File: config.mk
export PLATFORM = sky130hd
export DESIGN_NAME = mmacc_main
export DESIGN_NICKNAME = d
export VERILOG_FILES = /design/src/mmacc_geom_pkg.sv /design/src/mmacc_cmd_pkg.sv /design/src/mmacc_main.sv /design/src/mmacc_sxt.sv /design/src/mmacc_acc.sv /design/src/mmacc_feed.sv /design/src/mmacc_gram.sv /design/src/mmacc_fifo.sv
export SDC_FILE = /design/constraint.sdc
export NUM_CORES = 1
export LEC_CHECK = 0
export ABC_AREA = 1
export ABC_CLOCK_PERIOD_IN_PS = 3800
export BUFFER_PORTS_ARGS = -buffer_cell sky130_fd_sc_hd__buf_2
export CAP_MARGIN = 10
export CORE_ASPECT_RATIO = 0.7
export CORE_MARGIN = 2
export CORE_UTILIZATION = 35
export DETAILED_ROUTE_END_ITERATION = 16
export PLACE_DENSITY_LB_ADDON = 0.15
export SYNTH_ARGS = -nofsm -noshare
export SYNTH_HDL_FRONTEND = slang
export SYNTH_SLANG_ARGS = --single-unit
File: constraint.sdc
create_clock -name clk -period 3.8 [get_ports clk]
set_input_delay 0.38 -clock clk [delete_from_list [all_inputs] [get_ports clk]]
set_output_delay 0.38 -clock clk [all_outputs]
set_load 0.02 [all_outputs]
File: src/mmacc_geom_pkg.sv
// Geometry of the GLWE polynomial store.
// N_COEF and SLOT_NB must be powers of two; the modulus is 2^COEF_W,
// so every reduction is plain truncation.
`default_nettype none

package mmacc_geom_pkg;

  // ------------------------------------------------------------
  // Sizes
  // ------------------------------------------------------------
  localparam int COEF_W = 16;
  localparam int N_COEF = 8;
  localparam int SLOT_NB = 4;

  localparam int IDX_W = $clog2(N_COEF);
  localparam int SLOT_W = $clog2(SLOT_NB);
  localparam int GRAM_DEPTH = SLOT_NB * N_COEF;

  // ------------------------------------------------------------
  // Types
  // ------------------------------------------------------------
  typedef logic [COEF_W-1:0] coef_t;
  typedef logic [IDX_W-1:0] coef_idx_t;
  typedef logic [SLOT_W-1:0] slot_t;

  // Slot in the upper bits, so a slot is a contiguous block
  typedef struct packed {
    slot_t     slot;
    coef_idx_t idx;
  } gram_add_t;

endpackage

`default_nettype wire
File: src/mmacc_cmd_pkg.sv
// Commands, streams and error flags exchanged between the processes.
`default_nettype none

package mmacc_cmd_pkg;

  // Sequencer command
  typedef struct packed {
    mmacc_geom_pkg::slot_t     slot;
    mmacc_geom_pkg::coef_idx_t rot;
  } pbs_cmd_t;

  // Slot handed from feed to accumulate, and on to extract
  typedef struct packed {
    mmacc_geom_pkg::slot_t slot;
  } intern_cmd_t;

  typedef struct packed {
    logic                      en;
    mmacc_geom_pkg::gram_add_t add;
    mmacc_geom_pkg::coef_t     data;
  } gram_wr_t;

  typedef struct packed {
    logic                  vld;
    mmacc_geom_pkg::coef_t data;
    logic                  sop;
    logic                  eop;
  } feed_out_t;

  typedef struct packed {
    logic                  vld;
    mmacc_geom_pkg::coef_t data;
    logic                  last;
    mmacc_geom_pkg::slot_t slot;
  } sxt_out_t;

  // Sticky overflow flags, one per FIFO
  typedef struct packed {
    logic cmd_ovf;
    logic acc_ovf;
    logic res_ovf;
    logic sxt_ovf;
  } mmacc_error_t;

endpackage

`default_nettype wire

File: src/mmacc_main.sv
// Reduced main accumulator. Feed, accumulate and sample extract run in
// parallel on distinct slots, linked by command FIFOs, sharing one RAM port.
// No back-pressure; FIFO overflows only set the sticky error flags.
`timescale 1ns/1ps
`default_nettype none

module mmacc_main #(
  parameter int CMD_FIFO_DEPTH = 2,
  parameter int ACC_FIFO_DEPTH = 4,
  parameter int RES_FIFO_DEPTH = 16,
  parameter int ENQ_DELAY      = 8
) (
  input  wire logic                    clk,
  input  wire logic                    s_rst_n,
  input  wire mmacc_cmd_pkg::gram_wr_t ld_i,
  input  wire logic                    cmd_avail_i,
  input  wire mmacc_cmd_pkg::pbs_cmd_t cmd_i,
  input  wire logic                    res_avail_i,
  input  wire mmacc_geom_pkg::coef_t   res_i,
  output logic                         cmd_enquiry_o,
  output mmacc_cmd_pkg::feed_out_t     feed_o,
  output mmacc_cmd_pkg::sxt_out_t      sxt_o,
  output logic                         done_o,
  output mmacc_geom_pkg::slot_t        done_slot_o,
  output mmacc_cmd_pkg::mmacc_error_t  error_o
);

  // ------------------------------------------------------------
  // FIFOs
  // ------------------------------------------------------------
  mmacc_cmd_pkg::pbs_cmd_t    cfifo_data;
  logic                       cfifo_ne, cfifo_pop, cfifo_ovf;
  mmacc_cmd_pkg::intern_cmd_t afifo_in, afifo_out;
  logic                       afifo_push, afifo_ne, afifo_pop, afifo_ovf;
  mmacc_cmd_pkg::intern_cmd_t sfifo_in, sfifo_out;
  logic                       sfifo_push, sfifo_ne, sfifo_pop, sfifo_ovf;
  mmacc_geom_pkg::coef_t      rfifo_data;
  logic                       rfifo_ne, rfifo_pop, rfifo_ovf;

  mmacc_fifo #(.DEPTH(CMD_FIFO_DEPTH), .payload_t(mmacc_cmd_pkg::pbs_cmd_t)) u_cmd_fifo (
    .clk(clk), .s_rst_n(s_rst_n), .push_i(cmd_avail_i), .data_i(cmd_i),
    .pop_i(cfifo_pop), .data_o(cfifo_data), .not_empty_o(cfifo_ne), .ovf_o(cfifo_ovf)
  );

  mmacc_fifo #(.DEPTH(ACC_FIFO_DEPTH), .payload_t(mmacc_cmd_pkg::intern_cmd_t)) u_acc_fifo (
    .clk(clk), .s_rst_n(s_rst_n), .push_i(afifo_push), .data_i(afifo_in),
    .pop_i(afifo_pop), .data_o(afifo_out), .not_empty_o(afifo_ne), .ovf_o(afifo_ovf)
  );

  mmacc_fifo #(.DEPTH(ACC_FIFO_DEPTH), .payload_t(mmacc_cmd_pkg::intern_cmd_t)) u_sxt_fifo (
    .clk(clk), .s_rst_n(s_rst_n), .push_i(sfifo_push), .data_i(sfifo_in),
    .pop_i(sfifo_pop), .data_o(sfifo_out), .not_empty_o(sfifo_ne), .ovf_o(sfifo_ovf)
  );

  mmacc_fifo #(.DEPTH(RES_FIFO_DEPTH), .payload_t(mmacc_geom_pkg::coef_t)) u_res_fifo (
    .clk(clk), .s_rst_n(s_rst_n), .push_i(res_avail_i), .data_i(res_i),
    .pop_i(rfifo_pop), .data_o(rfifo_data), .not_empty_o(rfifo_ne), .ovf_o(rfifo_ovf)
  );

  // ------------------------------------------------------------
  // GLWE RAM
  // ------------------------------------------------------------
  mmacc_cmd_pkg::gram_wr_t   acc_wr;
  mmacc_geom_pkg::gram_add_t feed_add, acc_add, sxt_add;
  logic                      feed_req, acc_req, sxt_req;
  logic                      feed_gnt, acc_gnt, sxt_gnt;
  logic                      feed_rvld, acc_rvld, sxt_rvld;
  mmacc_geom_pkg::coef_t     rd_data;

  mmacc_gram u_gram (
    .clk(clk), .s_rst_n(s_rst_n), .ld_i(ld_i), .acc_wr_i(acc_wr),
    .feed_req_i(feed_req), .acc_req_i(acc_req), .sxt_req_i(sxt_req),
    .feed_add_i(feed_add), .acc_add_i(acc_add), .sxt_add_i(sxt_add),
    .feed_gnt_o(feed_gnt), .acc_gnt_o(acc_gnt), .sxt_gnt_o(sxt_gnt),
    .feed_rvld_o(feed_rvld), .acc_rvld_o(acc_rvld), .sxt_rvld_o(sxt_rvld),
    .rd_data_o(rd_data)
  );

  // ------------------------------------------------------------
  // Processes
  // ------------------------------------------------------------
  mmacc_feed #(.ENQ_DELAY(ENQ_DELAY)) u_feed (
    .clk(clk), .s_rst_n(s_rst_n),
    .cmd_i(cfifo_data), .cmd_ne_i(cfifo_ne), .cmd_pop_o(cfifo_pop),
    .gnt_i(feed_gnt), .rvld_i(feed_rvld), .rd_data_i(rd_data),
    .req_o(feed_req), .add_o(feed_add),
    .afifo_push_o(afifo_push), .afifo_data_o(afifo_in),
    .feed_o(feed_o), .cmd_enquiry_o(cmd_enquiry_o)
  );

  mmacc_acc u_acc (
    .clk(clk), .s_rst_n(s_rst_n),
    .afifo_i(afifo_out), .afifo_ne_i(afifo_ne), .afifo_pop_o(afifo_pop),
    .res_i(rfifo_data), .res_ne_i(rfifo_ne), .res_pop_o(rfifo_pop),
    .gnt_i(acc_gnt), .rvld_i(acc_rvld), .rd_data_i(rd_data),
    .req_o(acc_req), .add_o(acc_add), .wr_o(acc_wr),
    .sfifo_push_o(sfifo_push), .sfifo_data_o(sfifo_in)
  );

  mmacc_sxt u_sxt (
    .clk(clk), .s_rst_n(s_rst_n),
    .sfifo_i(sfifo_out), .sfifo_ne_i(sfifo_ne), .sfifo_pop_o(sfifo_pop),
    .gnt_i(sxt_gnt), .rvld_i(sxt_rvld), .rd_data_i(rd_data),
    .req_o(sxt_req), .add_o(sxt_add),
    .sxt_o(sxt_o), .done_o(done_o), .done_slot_o(done_slot_o)
  );

  // ------------------------------------------------------------
  // Errors
  // ------------------------------------------------------------
  // Sticky until reset
  always_ff @(posedge clk) begin
    if (!s_rst_n) begin
      error_o <= '0;
    end else begin
      error_o.cmd_ovf <= error_o.cmd_ovf | cfifo_ovf;
      error_o.acc_ovf <= error_o.acc_ovf | afifo_ovf;
      error_o.res_ovf <= error_o.res_ovf | rfifo_ovf;
      error_o.sxt_ovf <= error_o.sxt_ovf | sfifo_ovf;
    end
  end

endmodule

`default_nettype wire

File: src/mmacc_sxt.sv
// Sample extract process. Output 0 is coefficient 0, output j > 0 is the
// negated coefficient N_COEF - j. done_o comes with the last coefficient.
`timescale 1ns/1ps
`default_nettype none

module mmacc_sxt (
  input  wire logic                       clk,
  input  wire logic                       s_rst_n,
  input  wire mmacc_cmd_pkg::intern_cmd_t sfifo_i,
  input  wire logic                       sfifo_ne_i,
  output logic                            sfifo_pop_o,
  input  wire logic                       gnt_i,
  input  wire logic                       rvld_i,
  input  wire mmacc_geom_pkg::coef_t      rd_data_i,
  output logic                            req_o,
  output mmacc_geom_pkg::gram_add_t       add_o,
  output mmacc_cmd_pkg::sxt_out_t         sxt_o,
  output logic                            done_o,
  output mmacc_geom_pkg::slot_t           done_slot_o
);

  localparam mmacc_geom_pkg::coef_idx_t LAST_IDX =
    mmacc_geom_pkg::coef_idx_t'(mmacc_geom_pkg::N_COEF - 1);

  logic                      busy;
  mmacc_geom_pkg::slot_t     slot_q;
  mmacc_geom_pkg::coef_idx_t j;
  logic                      pend_neg;
  logic                      pend_last;

  assign sfifo_pop_o = ~busy & sfifo_ne_i;
  assign req_o       = busy;
  assign add_o.slot  = slot_q;
  // (N_COEF - j) mod N_COEF
  assign add_o.idx   = -j;

  always_ff @(posedge clk) begin
    if (!s_rst_n) begin
      busy <= 1'b0;
      j    <= '0;
    end else if (sfifo_pop_o) begin
      busy <= 1'b1;
      j    <= '0;
    end else if (gnt_i) begin
      busy <= (j != LAST_IDX);
      j    <= j + 1'b1;
    end
  end

  always_ff @(posedge clk) begin
    if (sfifo_pop_o) begin
      slot_q <= sfifo_i.slot;
    end
    if (gnt_i) begin
      pend_neg  <= (j != '0);
      pend_last <= (j == LAST_IDX);
    end
  end

  always_ff @(posedge clk) begin
    if (!s_rst_n) begin
      sxt_o       <= '0;
      done_o      <= 1'b0;
      done_slot_o <= '0;
    end else begin
      sxt_o.vld   <= rvld_i;
      sxt_o.data  <= pend_neg ? -rd_data_i : rd_data_i;
      sxt_o.last  <= rvld_i & pend_last;
      sxt_o.slot  <= slot_q;
      done_o      <= rvld_i & pend_last;
      done_slot_o <= slot_q;
    end
  end

endmodule

`default_nettype wire

File: src/mmacc_acc.sv
// Accumulate process. Adds the external results of a command into its slot
// with a read-modify-write per coefficient, in index order.
`timescale 1ns/1ps
`default_nettype none

module mmacc_acc (
  input  wire logic                       clk,
  input  wire logic                       s_rst_n,
  input  wire mmacc_cmd_pkg::intern_cmd_t afifo_i,
  input  wire logic                       afifo_ne_i,
  output logic                            afifo_pop_o,
  input  wire mmacc_geom_pkg::coef_t      res_i,
  input  wire logic                       res_ne_i,
  output logic                            res_pop_o,
  input  wire logic                       gnt_i,
  input  wire logic                       rvld_i,
  input  wire mmacc_geom_pkg::coef_t      rd_data_i,
  output logic                            req_o,
  output mmacc_geom_pkg::gram_add_t       add_o,
  output mmacc_cmd_pkg::gram_wr_t         wr_o,
  output logic                            sfifo_push_o,
  output mmacc_cmd_pkg::intern_cmd_t      sfifo_data_o
);

  localparam mmacc_geom_pkg::coef_idx_t LAST_IDX =
    mmacc_geom_pkg::coef_idx_t'(mmacc_geom_pkg::N_COEF - 1);

  logic                      busy;
  logic                      rd_pend;
  mmacc_geom_pkg::slot_t     slot_q;
  mmacc_geom_pkg::coef_idx_t j;
  logic                      wr_last;

  assign afifo_pop_o = ~busy & afifo_ne_i;

  // One read at a time, and only once its result is waiting
  assign req_o      = busy & ~rd_pend & res_ne_i;
  assign add_o.slot = slot_q;
  assign add_o.idx  = j;

  // The result is consumed by the add
  assign res_pop_o = rvld_i;

  always_ff @(posedge clk) begin
    if (!s_rst_n) begin
      busy    <= 1'b0;
      rd_pend <= 1'b0;
      j       <= '0;
    end else if (afifo_pop_o) begin
      busy <= 1'b1;
      j    <= '0;
    end else begin
      if (gnt_i) begin
        rd_pend <= 1'b1;
      end
      if (rvld_i) begin
        rd_pend <= 1'b0;
        busy    <= (j != LAST_IDX);
        j       <= j + 1'b1;
      end
    end
  end

  always_ff @(posedge clk) begin
    if (afifo_pop_o) begin
      slot_q <= afifo_i.slot;
    end
  end

  // ------------------------------------------------------------
  // Write-back and hand-off to extract
  // ------------------------------------------------------------
  always_ff @(posedge clk) begin
    if (!s_rst_n) begin
      wr_o         <= '0;
      wr_last      <= 1'b0;
      sfifo_push_o <= 1'b0;
      sfifo_data_o <= '0;
    end else begin
      wr_o.en           <= rvld_i;
      wr_o.add          <= add_o;
      // Sum wraps modulo 2^COEF_W
      wr_o.data         <= rd_data_i + res_i;
      wr_last           <= rvld_i & (j == LAST_IDX);
      sfifo_push_o      <= wr_last;
      sfifo_data_o.slot <= wr_o.add.slot;
    end
  end

endmodule

`default_nettype wire

File: src/mmacc_feed.sv
// Feed process. Streams the negacyclic rotation of a slot, one coefficient
// per grant, and generates the command enquiry pulses.
`timescale 1ns/1ps
`default_nettype none

module mmacc_feed #(
  parameter int ENQ_DELAY = 8
) (
  input  wire logic                        clk,
  input  wire logic                        s_rst_n,
  input  wire mmacc_cmd_pkg::pbs_cmd_t     cmd_i,
  input  wire logic                        cmd_ne_i,
  output logic                             cmd_pop_o,
  input  wire logic                        gnt_i,
  input  wire logic                        rvld_i,
  input  wire mmacc_geom_pkg::coef_t       rd_data_i,
  output logic                             req_o,
  output mmacc_geom_pkg::gram_add_t        add_o,
  output logic                             afifo_push_o,
  output mmacc_cmd_pkg::intern_cmd_t       afifo_data_o,
  output mmacc_cmd_pkg::feed_out_t         feed_o,
  output logic                             cmd_enquiry_o
);

  localparam mmacc_geom_pkg::coef_idx_t LAST_IDX =
    mmacc_geom_pkg::coef_idx_t'(mmacc_geom_pkg::N_COEF - 1);

  logic                      busy;
  mmacc_geom_pkg::coef_idx_t j;
  mmacc_cmd_pkg::pbs_cmd_t   cmd_q;
  logic                      pend_neg;
  logic                      pend_sop;
  logic                      pend_eop;
  logic [ENQ_DELAY-1:0]      enq_sr;

  // Command start, the slot goes straight to the accumulate FIFO
  assign cmd_pop_o         = ~busy & cmd_ne_i;
  assign afifo_push_o      = cmd_pop_o;
  assign afifo_data_o.slot = cmd_i.slot;

  // Output j reads index (j - rot) mod N_COEF
  assign req_o      = busy;
  assign add_o.slot = cmd_q.slot;
  assign add_o.idx  = j - cmd_q.rot;

  always_ff @(posedge clk) begin
    if (!s_rst_n) begin
      busy <= 1'b0;
      j    <= '0;
    end else if (cmd_pop_o) begin
      busy <= 1'b1;
      j    <= '0;
    end else if (gnt_i) begin
      busy <= (j != LAST_IDX);
      j    <= j + 1'b1;
    end
  end

  always_ff @(posedge clk) begin
    if (cmd_pop_o) begin
      cmd_q <= cmd_i;
    end
  end

  // Flags of the read in flight, used when its data returns
  always_ff @(posedge clk) begin
    if (gnt_i) begin
      pend_neg <= (j < cmd_q.rot);
      pend_sop <= (j == '0);
      pend_eop <= (j == LAST_IDX);
    end
  end

  always_ff @(posedge clk) begin
    if (!s_rst_n) begin
      feed_o <= '0;
    end else begin
      feed_o.vld  <= rvld_i;
      feed_o.data <= pend_neg ? -rd_data_i : rd_data_i;
      feed_o.sop  <= rvld_i & pend_sop;
      feed_o.eop  <= rvld_i & pend_eop;
    end
  end

  // ------------------------------------------------------------
  // Enquiry
  // ------------------------------------------------------------
  // First pulse ENQ_DELAY cycles after reset, then one per command taken
  always_ff @(posedge clk) begin
    if (!s_rst_n) begin
      enq_sr        <= ENQ_DELAY'(1);
      cmd_enquiry_o <= 1'b0;
    end else begin
      enq_sr        <= enq_sr << 1;
      cmd_enquiry_o <= enq_sr[ENQ_DELAY-1] | cmd_pop_o;
    end
  end

endmodule

`default_nettype wire

File: src/mmacc_gram.sv
// GLWE RAM with one write port and one read port shared by fixed priority
// (accumulate, then extract, then feed). Read data and its valid strobe
// come one cycle after the grant.
`timescale 1ns/1ps
`default_nettype none

module mmacc_gram (
  input  wire logic                      clk,
  input  wire logic                      s_rst_n,
  input  wire mmacc_cmd_pkg::gram_wr_t   ld_i,
  input  wire mmacc_cmd_pkg::gram_wr_t   acc_wr_i,
  input  wire logic                      feed_req_i,
  input  wire logic                      acc_req_i,
  input  wire logic                      sxt_req_i,
  input  wire mmacc_geom_pkg::gram_add_t feed_add_i,
  input  wire mmacc_geom_pkg::gram_add_t acc_add_i,
  input  wire mmacc_geom_pkg::gram_add_t sxt_add_i,
  output logic                           feed_gnt_o,
  output logic                           acc_gnt_o,
  output logic                           sxt_gnt_o,
  output logic                           feed_rvld_o,
  output logic                           acc_rvld_o,
  output logic                           sxt_rvld_o,
  output mmacc_geom_pkg::coef_t          rd_data_o
);

  mmacc_geom_pkg::coef_t     mem [mmacc_geom_pkg::GRAM_DEPTH];
  mmacc_cmd_pkg::gram_wr_t   wr;
  mmacc_geom_pkg::gram_add_t rd_add;
  logic                      rd_en;

  // ------------------------------------------------------------
  // Write port
  // ------------------------------------------------------------
  // Loader only writes while no command is in flight
  assign wr = acc_wr_i.en ? acc_wr_i : ld_i;

  always_ff @(posedge clk) begin
    if (wr.en) begin
      mem[wr.add] <= wr.data;
    end
  end

  // ------------------------------------------------------------
  // Read arbiter
  // ------------------------------------------------------------
  assign acc_gnt_o  = acc_req_i;
  assign sxt_gnt_o  = sxt_req_i & ~acc_req_i;
  assign feed_gnt_o = feed_req_i & ~acc_req_i & ~sxt_req_i;
  assign rd_en      = acc_gnt_o | sxt_gnt_o | feed_gnt_o;

  always_comb begin
    if (acc_gnt_o) begin
      rd_add = acc_add_i;
    end else if (sxt_gnt_o) begin
      rd_add = sxt_add_i;
    end else begin
      rd_add = feed_add_i;
    end
  end

  always_ff @(posedge clk) begin
    if (rd_en) begin
      rd_data_o <= mem[rd_add];
    end
  end

  always_ff @(posedge clk) begin
    if (!s_rst_n) begin
      feed_rvld_o <= 1'b0;
      acc_rvld_o  <= 1'b0;
      sxt_rvld_o  <= 1'b0;
    end else begin
      feed_rvld_o <= feed_gnt_o;
      acc_rvld_o  <= acc_gnt_o;
      sxt_rvld_o  <= sxt_gnt_o;
    end
  end

endmodule

`default_nettype wire

File: src/mmacc_fifo.sv
// Register FIFO without back-pressure. A push into a full FIFO is dropped
// and flagged on ovf_o; pop_i is only legal while not_empty_o is set.
`timescale 1ns/1ps
`default_nettype none

module mmacc_fifo #(
  parameter int  DEPTH     = 2,
  parameter type payload_t = logic
) (
  input  wire logic     clk,
  input  wire logic     s_rst_n,
  input  wire logic     push_i,
  input  wire payload_t data_i,
  input  wire logic     pop_i,
  output payload_t      data_o,
  output logic          not_empty_o,
  output logic          ovf_o
);

  localparam int PTR_W = (DEPTH > 1) ? $clog2(DEPTH) : 1;
  localparam int CNT_W = $clog2(DEPTH + 1);

  payload_t         mem [DEPTH];
  logic [PTR_W-1:0] wr_ptr;
  logic [PTR_W-1:0] rd_ptr;
  logic [CNT_W-1:0] count;
  logic             full;
  logic             wr_en;
  logic             rd_en;

  assign full        = (count == CNT_W'(DEPTH));
  assign not_empty_o = (count != '0);
  // A simultaneous pop frees the entry a full FIFO needs
  assign wr_en       = push_i & (~full | pop_i);
  assign rd_en       = pop_i & not_empty_o;
  assign ovf_o       = push_i & ~wr_en;
  assign data_o      = mem[rd_ptr];

  always_ff @(posedge clk) begin
    if (wr_en) begin
      mem[wr_ptr] <= data_i;
    end
  end

  always_ff @(posedge clk) begin
    if (!s_rst_n) begin
      wr_ptr <= '0;
      rd_ptr <= '0;
      count  <= '0;
    end else begin
      if (wr_en) begin
        wr_ptr <= (wr_ptr == PTR_W'(DEPTH - 1)) ? '0 : wr_ptr + 1'b1;
      end
      if (rd_en) begin
        rd_ptr <= (rd_ptr == PTR_W'(DEPTH - 1)) ? '0 : rd_ptr + 1'b1;
      end
      case ({wr_en, rd_en})
        2'b10:   count <= count + 1'b1;
        2'b01:   count <= count - 1'b1;
        default: count <= count;
      endcase
    end
  end

endmodule

`default_nettype wire

### Yosys cells after proc, flatten, opt, wreduce, memory -nomap -nowiden

Memory sizes are Yosys's and may differ from the RTL's. A register that Yosys moved wholly into a read port is not among the register bits.
Cells that the tools add are included.

| operators by class | value |
|---|---|
| add/subtract/negate cells | 23 |
| multiply operators | 0 |
| div/mod/pow operators | 0 |
| order comparisons | 1 |
| eq/ne operators | 24 |
| shift operators | 0 |
| multiplexer cells | 40 |
| bitwise operators | 50 |
| reduce and logical (&&, ||, !) cells | 18 |

Operator list:

| kind | count |
|---|---|
| $mux 16 | 2 |
| $and 1x1->1 | 24 |
| $mux 1 | 23 |
| $mux 22 | 1 |
| $eq 2x2->1 const B | 9 |
| $reduce_bool 2->1 | 9 |
| $add 16x16->16 | 1 |
| $mux 4 | 4 |
| $neg 16->16 | 1 |
| $add 3x1->3 const B | 5 |
| $eq 3x3->1 const B | 5 |
| $not 1->1 | 15 |
| $pmux 3 s2 | 2 |
| $or 1x1->1 | 11 |
| $add 2x1->2 const B | 5 |
| $mux 5 | 2 |
| $pmux 5 s2 | 1 |
| $ne 3x3->1 const B | 3 |
| $reduce_bool 3->1 | 3 |
| $add 4x1->4 const B | 2 |
| $eq 2x1->1 const B | 4 |
| $eq 4x4->1 const B | 2 |
| $mux 2 | 4 |
| $reduce_or 2->1 | 3 |
| 13 further kinds | 15 |

| word-level totals | value |
|---|---|
| register bits | 135 |
| latch bits | 0 |
| memory bits (writable) | 794 |
| memory bits (read-only) | 0 |
| input port bits | 47 |
| memories | 5 |

Memories:

| name | depth | width | read ports | clocked after Yosys merged registers in | wr ports | RTL line | text |
|---|---|---|---|---|---|---|---|
| u_gram.mem | 32 | 16 | 1 | 1 | 1 | mmacc_gram.sv:27 | `mmacc_geom_pkg::coef_t mem [mmacc_geom_pkg::GRAM_DEPTH];` |
| u_res_fifo.mem | 16 | 16 | 1 | 1 | 1 | mmacc_fifo.sv:23 | `payload_t mem [DEPTH];` |
| u_cmd_fifo.mem | 2 | 5 | 1 | 1 | 1 | mmacc_fifo.sv:23 |  |
| u_acc_fifo.mem | 4 | 2 | 1 | 1 | 1 | mmacc_fifo.sv:23 |  |
| u_sxt_fifo.mem | 4 | 2 | 1 | 1 | 1 | mmacc_fifo.sv:23 |  |

### Longest topological paths before layout

Gate-level depths: netlist of run 1.

| logic depth | value |
|---|---|
| depth in word-level cells | 8 |
| depth in mapped cells | 22 |
| depth with buffers taken out | 19 |

### Cells and area by module

Synthesis of run 1 repeated with hierarchy kept, for this count alone.

| unflattened totals | value |
|---|---|
| cells, all modules | 4274 |
| area total of the unflattened synthesis | 43027.5 um^2 |

By module, submodules not included:

| module | times used | cells an instance | area an instance (um^2) | seq. area each (um^2) |
|---|---|---|---|---|
| mmacc_gram | 1 | 2403 | 24384.6 | 15915.3 |
| mmacc_fifo at u_res_fifo | 1 | 953 | 11354.6 | 8027.7 |
| mmacc_acc | 1 | 275 | 1861.8 | 680.7 |
| mmacc_feed | 1 | 221 | 1776.7 | 880.8 |
| mmacc_fifo at u_acc_fifo ... | 2 | 88 | 792.0 | 420.4 |
| mmacc_sxt | 1 | 179 | 1321.3 | 600.6 |
| mmacc_fifo at u_cmd_fifo | 1 | 54 | 630.6 | 400.4 |
| mmacc_main | 1 | 13 | 113.9 | 80.1 |

### Least setup slack after synthesis of run 1

OpenSTA, ideal clock, no wires.

| path | value |
|---|---|
| path kind | flip-flop to flip-flop |
| from | register with a tool-made name |
| to | register u_acc.wr_o[12] (netlist name) |
| arrival | 3.219 ns |
| required time | 3.730 ns |
| path slack | 0.511 ns |
| cell stages (with the launch flop) | 23 |
| path buffers | 3 |
| period minus slack after synthesis | 3.289 ns |
| cells stage by stage | dfxtp_1 inv_1 clkbuf_1 clkbuf_1 clkbuf_1 nor2_1 o221ai_1 o211ai_1 nand2_1 ha_1 inv_1 fa_1 inv_1 nand3_1 nand2_1 inv_1 o21bai_1 nand2_1 nand3_1 o21ai_0 o21ai_0 o21ai_0 a21oi_1 |

RTL lines:

| item | RTL line | text |
|---|---|---|
| to (decl) | mmacc_acc.sv:20 | `output mmacc_cmd_pkg::gram_wr_t wr_o,` |

==> metrics.yaml, run 1 <==
run_status:
  outcome: "complete, no violations"
setup_path:
  crit_slowest_cell: "dfxtp_2"
  endpoint_kind: "flop"
  crit_type: "flop to flop"
  cpPeakStageDelay_ps: 420
  crit_required_ps: 4420
  crit_path_max_fanout: 19
  cp_num_buf_inv: 5
  crit_chain: "inv_1 -> buf_4 -> o21ai_0 -> o221ai_1 -> o211ai_1 -> nand2_1 -> inv_1 -> fa_1 -> inv_1 -> nand3_1 -> nand2_1 -> inv_1 -> o21bai_1 -> nand2_1 -> nand3_1 -> o21ai_0 -> o21ai_0 -> o21ai_0 -> a21oi_1"
  critPathTopFamily: "compound AO/OA/AOI/OAI gates"
  critPathArrivalTime_ps: 4060
  reg2reg_depth: 19
  reg2reg_slack_ps: 360
  reg2reg_to: "u_acc.wr_o[12]$_SDFF_PN0_"
  startpoint_type: "flop"
sta:
  worstMarginPinSlew_ps: 1153
  rsz0062_at_grt: "no"
  slew_violations: 0
  fin_crit_sh_pct: 90.57
  period_needed_ps: 3441
  relSlewSlack_pct: 22.93
  fin_worst_skew_ps: 23.44
  fmax_mhz: 290.6
  hold_viol_final: 0
  setup_viol: 0
  setup_tns_ps: 0
final_layout:
  area_growth_pct: 13.97
  seqCellArea_um2: 27330
  finalCoreUtilization_pct: 40.22
  multi_input_area_um2: 10580
  nFillCells: 11380
  fin_cells: 5618
  drive_gt1_share_pct: 10.48
  finalNetCount: 4091
die:
  io_pins: 94
  initial_utilization_pct: 35.29
  core_um2: 117200
  die_x_um: 414.9
  dieArea_um2: 121000
  placementRows: 105
  fp.dieH_um: 291.6
route:
  ant_nets: 0
  dr.pass1.iters: 5
  drc: 0
  wire_per_inst_um: 21.98
  initialDrtViolationCount: 2916
  wl_mm: 123.5
  via_count: 28590
  vias_per_cell: 5.089
clock_tree:
  clock_latency_ps: 700
  clk_pin_slew_worst_paths_ps: 60
  cts_tree: "yes"
  clock-root-buffer: "clkbuf_16"
  cts_buffers: 95
  clock_sinks: 953
  post-cts-setup-buffers: 0
  clockBufferDepth: 3
  htree_levels: 3
power_and_ir_drop:
  p_sw_mw: 19.00
  p_int_mw: 23.18
  power_frac_clock_pct: 21.9
  power.ir.vdd_worst_mv: 1.078
  powerDensity_nw_per_um2: 895.0
  p_seq_share_pct: 30.7
  combinationalPowerShare_pct: 47.4
  leakagePower_nw: 19.00
  swShare_pct: 45.05
global_routing:
  overflow: 0
  grt_max_degree: 137
  grt_pass1_wl_mm: 182.8
  grt_pass1_vias: 27020
  grt_use_total_pct: 20.21
  antenna_found_initial: 3
worst_hold_path:
  hold_path_startpoint: "res_i[0]"
  holdPathEnd: "u_res_fifo.mem[11][0]$_DFFE_PP_"
  min_path_type: "input port to flop"
  holdPathStages: 1
placed_design:
  dp.cells: 5436
  gp_congestion: 0.8374
  io_buffers: 93
  dp_hpwl_mm: 73.36
yosys:
  ys_seq_area_share_pct: 66.07
  synth_seq_cells: 953
  yosysWarnings: 0
  synth_nets: 3993
  netlist_instances: 3891
  syn-cell-area_um2: 41360
  synthArstFlopShare_pct: 0
  synth-edff-count: 824
  synth.distinct_cells: 44
  synthFlopType: "edfxtp_1"
  syn_avg_cell_area_um2: 10.63
run:
  maxCapViolCount: 0
==> synthesized netlist by cell type (44+ instances only) <==
master | n | share of area [%]
o21ai_0 | 237 | 2.9
nand3_1 | 470 | 5.7
inv_1 | 662 | 6.0
edfxtp_1 | 824 | 60
nand2_1 | 511 | 4.6
nor2_1 | 258 | 2.3
o221ai_1 | 44 | 0.93
clkbuf_1 | 142 | 1.3
a21oi_1 | 100 | 1.2
ha_1 | 50 | 1.5
nand4_1 | 249 | 3.8
buf_2 | 58 | 0.70
dfxtp_1 | 129 | 6.2
==> worst reg2reg max path: stages (launching register included) <==
cell and delay (ps):
dfxtp_2 420, inv_1 190, buf_4 280, o21ai_0 150, o221ai_1 160, o211ai_1 130, nand2_1 160, inv_1 70
fa_1 360, inv_1 110, nand3_1 80, nand2_1 110, inv_1 50, o21bai_1 290, nand2_1 140, nand3_1 90
o21ai_0 120, o21ai_0 230, o21ai_0 110, a21oi_1 140
==> flip-flops by register name (all words and copies together), names as in the netlist, 4 cells and up, named ones only <==
register / cells
u_res_fifo.count: 5
u_res_fifo.mem: 256
u_sxt_fifo.mem: 8
error_o: 4
u_acc.wr_o: 22
u_gram.mem: 512
u_res_fifo.rd_ptr: 4
u_acc_fifo.mem: 8
u_res_fifo.wr_ptr: 4
u_feed.enq_sr: 8
u_cmd_fifo.mem: 10
u_feed.feed_o: 19
u_gram.rd_data_o: 16
u_sxt.sxt_o: 19
==> repair_timing <==
action                                  in CTS  in global routing
gates resized for setup                      0                  1
endpoints found under the hold margin       12                  0
endpoints found under the setup margin       0                  1
hold buffers                                 7                  0
==> metal layers <==
layer  routed length, um  track usage, %  vias up  share of wire, %
met2               51130           28.64      904                41
li1                    -               -    13570                 -
met3                8440           4.127      151               6.8
met5                   0               0        -                 0
met4                2796           5.020        0               2.3
met1               61090           31.24    13970                49
==> metrics by stage <==
step	worst slack, ps	power (mW)	hold WS [ps]	area [um^2]
2_1_floorplan	511.5	25.55	390.5	41360
3_3_place_gp	397.6	33.01	392.7	44080
3_5_place_dp	396.3	33.09	396.0	44080
4_1_cts	376.8	42.37	24.13	47130
5_1_grt	14.44	44.81	41.79	47130
6_report	358.5	42.19	79.37	47130
==> layout by cell type, fill, tap and decap left out, types with 97 or more instances in the layout <==
cell / synthesis / layout
edfxtp_1: 824 / 824
inv_1: 662 / 661
nand2_1: 511 / 511
nand3_1: 470 / 468
nand4_1: 249 / 249
o21ai_0: 237 / 236
nor2_1: 258 / 225
dfxtp_1: 129 / 126
buf_4: 16 / 116
a21oi_1: 100 / 100
clkbuf_16: 0 / 97
==> power by group through the flow <==
stage          registers [mW]  logic [mW]  clock network (mW)
2_1_floorplan            13.1        12.4                   0
3_3_place_gp             13.2        19.8                   0
3_5_place_dp             13.2        19.9                   0
4_1_cts                  13.0        20.0                9.44
5_1_grt                  13.0        21.9                9.87
6_report                 13.0        20.0                9.25
==> logic make-up (layout without fill, tap and decap cells) <==
group	Yosys count	in the layout	synth area share, %
compound gates	444	444	6.099
xor+xnor	17	17	0.3600
fa+ha+maj	55	55	1.755
buf+inv	903	1078	8.716
flops	953	953	66.07
mux	5	5	0.1361
other cells	0	1	0
simple gates	1514	1514	16.86
==> cell type report <==
cell class,count,share of cell area (%)
clock inverter,36,0.6636
multi-input combinational,2035,22.44
tap,1551,4.117
antenna,1,0.005309
inverter,669,5.330
timing repair buffer,235,3.791
clock buffer,138,5.667
sequential,953,57.99
==> how the worst max path moves through the flow <==
stage | from | endpoint | slack, ps | cells after the start
after detailed placement | flop | u_acc.wr_o[11]$_SDFF_PN0_ | 400 | 17
after CTS | flop | u_acc.wr_o[11]$_SDFF_PN0_ | 380 | 17
final | flop | u_acc.wr_o[12]$_SDFF_PN0_ | 360 | 19
after global routing | flop | u_acc.wr_o[12]$_SDFF_PN0_ | 10 | 19
after floorplan | flop | u_acc.wr_o[12]$_SDFF_PN0_ | 510 | 22
after global placement | flop | u_acc.wr_o[11]$_SDFF_PN0_ | 400 | 17
No activity file was read; power rests on OpenSTA's default activity.
==> inputs of run 2 (changes only) <==
ABC_CLOCK_PERIOD_IN_PS = unset   (was 3800)
CORE_MARGIN = 5   (was 2)
CORE_UTILIZATION = 40   (was 35)
==> run 2 against run 1 <==
  * Cell count fell by 3.8%
  * Power increased by 1.1%
  * Global-route usage up 1.7 points
  * Die area fell by 9.0%
  * Clock skew shrank 6.1 ps
  * Combinational power about the same
==> metrics.yaml, run 2 (synthesized netlist as in run 1, its figures left out) <==
global_routing:
  overflow: 0
  grt_pass1_wl_mm: 181.1
  antenna_found_initial: 3
  grt_max_degree: 144
  grt_use_total_pct: 21.88
  grt_pass1_vias: 26820
placed_design:
  gp_congestion: 0.8429
  dp_hpwl_mm: 72.96
  dp.cells: 5222
  io_buffers: 93
  place_ws_ps: 441.6
setup_path:
  startpoint_type: "flop"
  critPathArrivalTime_ps: 3990
  crit_slowest_cell: "fa_1"
  cpPeakStageDelay_ps: 440
  crit_chain: "inv_1 -> ha_1 -> fa_1 -> nand3_1 -> nand2_1 -> nor2_4 -> buf_12 -> buf_12 -> buf_4 -> nand3_1 -> nand3_1 -> nand3_1 -> nand2_1 -> nand2_1 -> nand2_1"
  crit_required_ps: 4350
  crit_path_max_fanout: 50
  endpoint_kind: "flop"
  crit_type: "flop to flop"
clock_tree:
  clock-root-buffer: "clkbuf_16"
  clock_latency_ps: 690
  htree_levels: 3
  clk_pin_slew_worst_paths_ps: 70
  clockBufferDepth: 3
  cts_tree: "yes"
  post-cts-setup-buffers: 0
  cts_buffers: 95
  clock_sinks: 953
power_and_ir_drop:
  powerDensity_nw_per_um2: 907.1
  p_total_mw: 42.64
  power.ir.vdd_worst_mv: 1.356
  leakagePower_nw: 19.07
final_layout:
  drive_gt1_share_pct: 10.50
  top_regs: "u_gram.mem x512, u_res_fifo.mem x256, u_acc.wr_o x22"
  multi_input_area_um2: 10560
  finalNetCount: 4078
  layout_commonest_cell: "edfxtp_1"
  fin_cells: 5406
  largest_reg_flops: 512
  final_cell_mix: "edfxtp_1 (824), inv_1 (661), nand2_1 (511), nand3_1 (468), nand4_1 (249)"
  finalCoreUtilization_pct: 45.91
  seqCellArea_um2: 27330
  regMostFlops: "u_gram.mem"
  area_growth_pct: 13.66
  nFillCells: 9447
  antenna_cells: 0
sta:
  relSlewSlack_pct: 27.76
  hold_viol_final: 0
  period_needed_ps: 3439
  fin_worst_skew_ps: 17.30
  fmax_mhz: 290.8
  worstMarginPinSlew_ps: 1081
  setup_tns_ps: 0
  layout_setup_ws_ps: 360.8
  fin_crit_sh_pct: 90.50
  rsz0062_at_grt: "no"
  slew_violations: 0
  setup_viol: 0
route:
  initialDrtViolationCount: 3137
  drc: 0
  via_count: 28830
  wl_mm: 123.0
  vias_per_cell: 5.333
  wire_per_inst_um: 22.75
  ant_nets: 0
  dr.pass1.iters: 5
run_status:
  outcome: "complete, no violations"
worst_hold_path:
  min_path_type: "input port to flop"
die:
  io_pins: 94
  initial_utilization_pct: 40.39
  die_x_um: 394.3
  dieArea_um2: 110000
  placementRows: 98
  fp.dieH_um: 279.0
  core_um2: 102400
run:
  maxCapViolCount: 0
## run 2: cell count changes in the layout (fill, tap and decap cells not counted), moves of 3 or more
| cell | before | now |
|---|---|---|
| clkbuf_1 | 32 | 16 |
| clkinv_2 | 11 | 22 |
| buf_4 | 116 | 106 |
| bufinv_16 | 3 | 13 |
| nor2_1 | 225 | 232 |
| nor2_2 | 35 | 28 |
| clkbuf_8 | 9 | 5 |
| clkinvlp_4 | 1 | 5 |
| buf_12 | 19 | 16 |
| clkbuf_16 | 97 | 100 |
## run 2: path summary, 6_finish.rpt
path,startpoint,end,slack (ps),depth (start not counted)
min reg2reg,u_feed.enq_sr[3]$_SDFF_PN0_,u_feed.enq_sr[4]$_SDFF_PN0_,410,2
min,res_i[7],u_res_fifo.mem[13][7]$_DFFE_PP_,80,1
max reg2reg,u_feed.j[0]$_SDFFE_PP0P_,u_gram.rd_data_o[7]$_DFFE_PP_,360,15
max,u_feed.j[0]$_SDFFE_PP0P_,u_gram.rd_data_o[7]$_DFFE_PP_,360,15
## run 2: power by group
group / total (mW) / internal (mW) / switching, mW / leakage [nW]
combinational: 19.7 / 5.50 / 14.2 / 8.95
clock: 9.92 / 5.78 / 4.14 / 1.60
sequential: 13.0 / 12.5 / 0.528 / 8.52
total: 42.6 / 23.7 / 18.9 / 19.1
## run 2: critical path, delay by kind of cell, from the launching register on
family	cells	cell delay [ps]
fa+ha+maj	2	650
flops	1	340
simple gates	9	1230
buf+inv	4	1000
## run 2: final cells by class
type                    count  area share [%]
inverters                 669           5.345
repair buffers            222           3.513
multi-input cells        2035           22.47
flip-flops and latches    953           58.14
well taps                1350           3.593
clock inverters            56           1.339
clock buffers             121           5.598
## run 2: what timing repair did
item                                    4_1_cts  5_1_grt
endpoints found under the hold margin        12        0
resized for setup                             0        1
endpoints found under the setup margin        0        1
hold buffers                                  7        0
## run 2: through the flow
stage                     hold slack, ps  instance area (um^2)
final                              75.84                 47010
after global routing               44.53                 47010
after floorplan                    390.5                 41360
after detailed placement           396.1                 43670
after global placement             392.2                 43670
after CTS                          26.61                 47000
## run 2: per-layer routing
metal	GRT usage (%)	share of wire (%)
met4	4.031	1.6
met5	0	0.016
met1	34.67	49
met2	30.00	41
met3	5.907	9.2
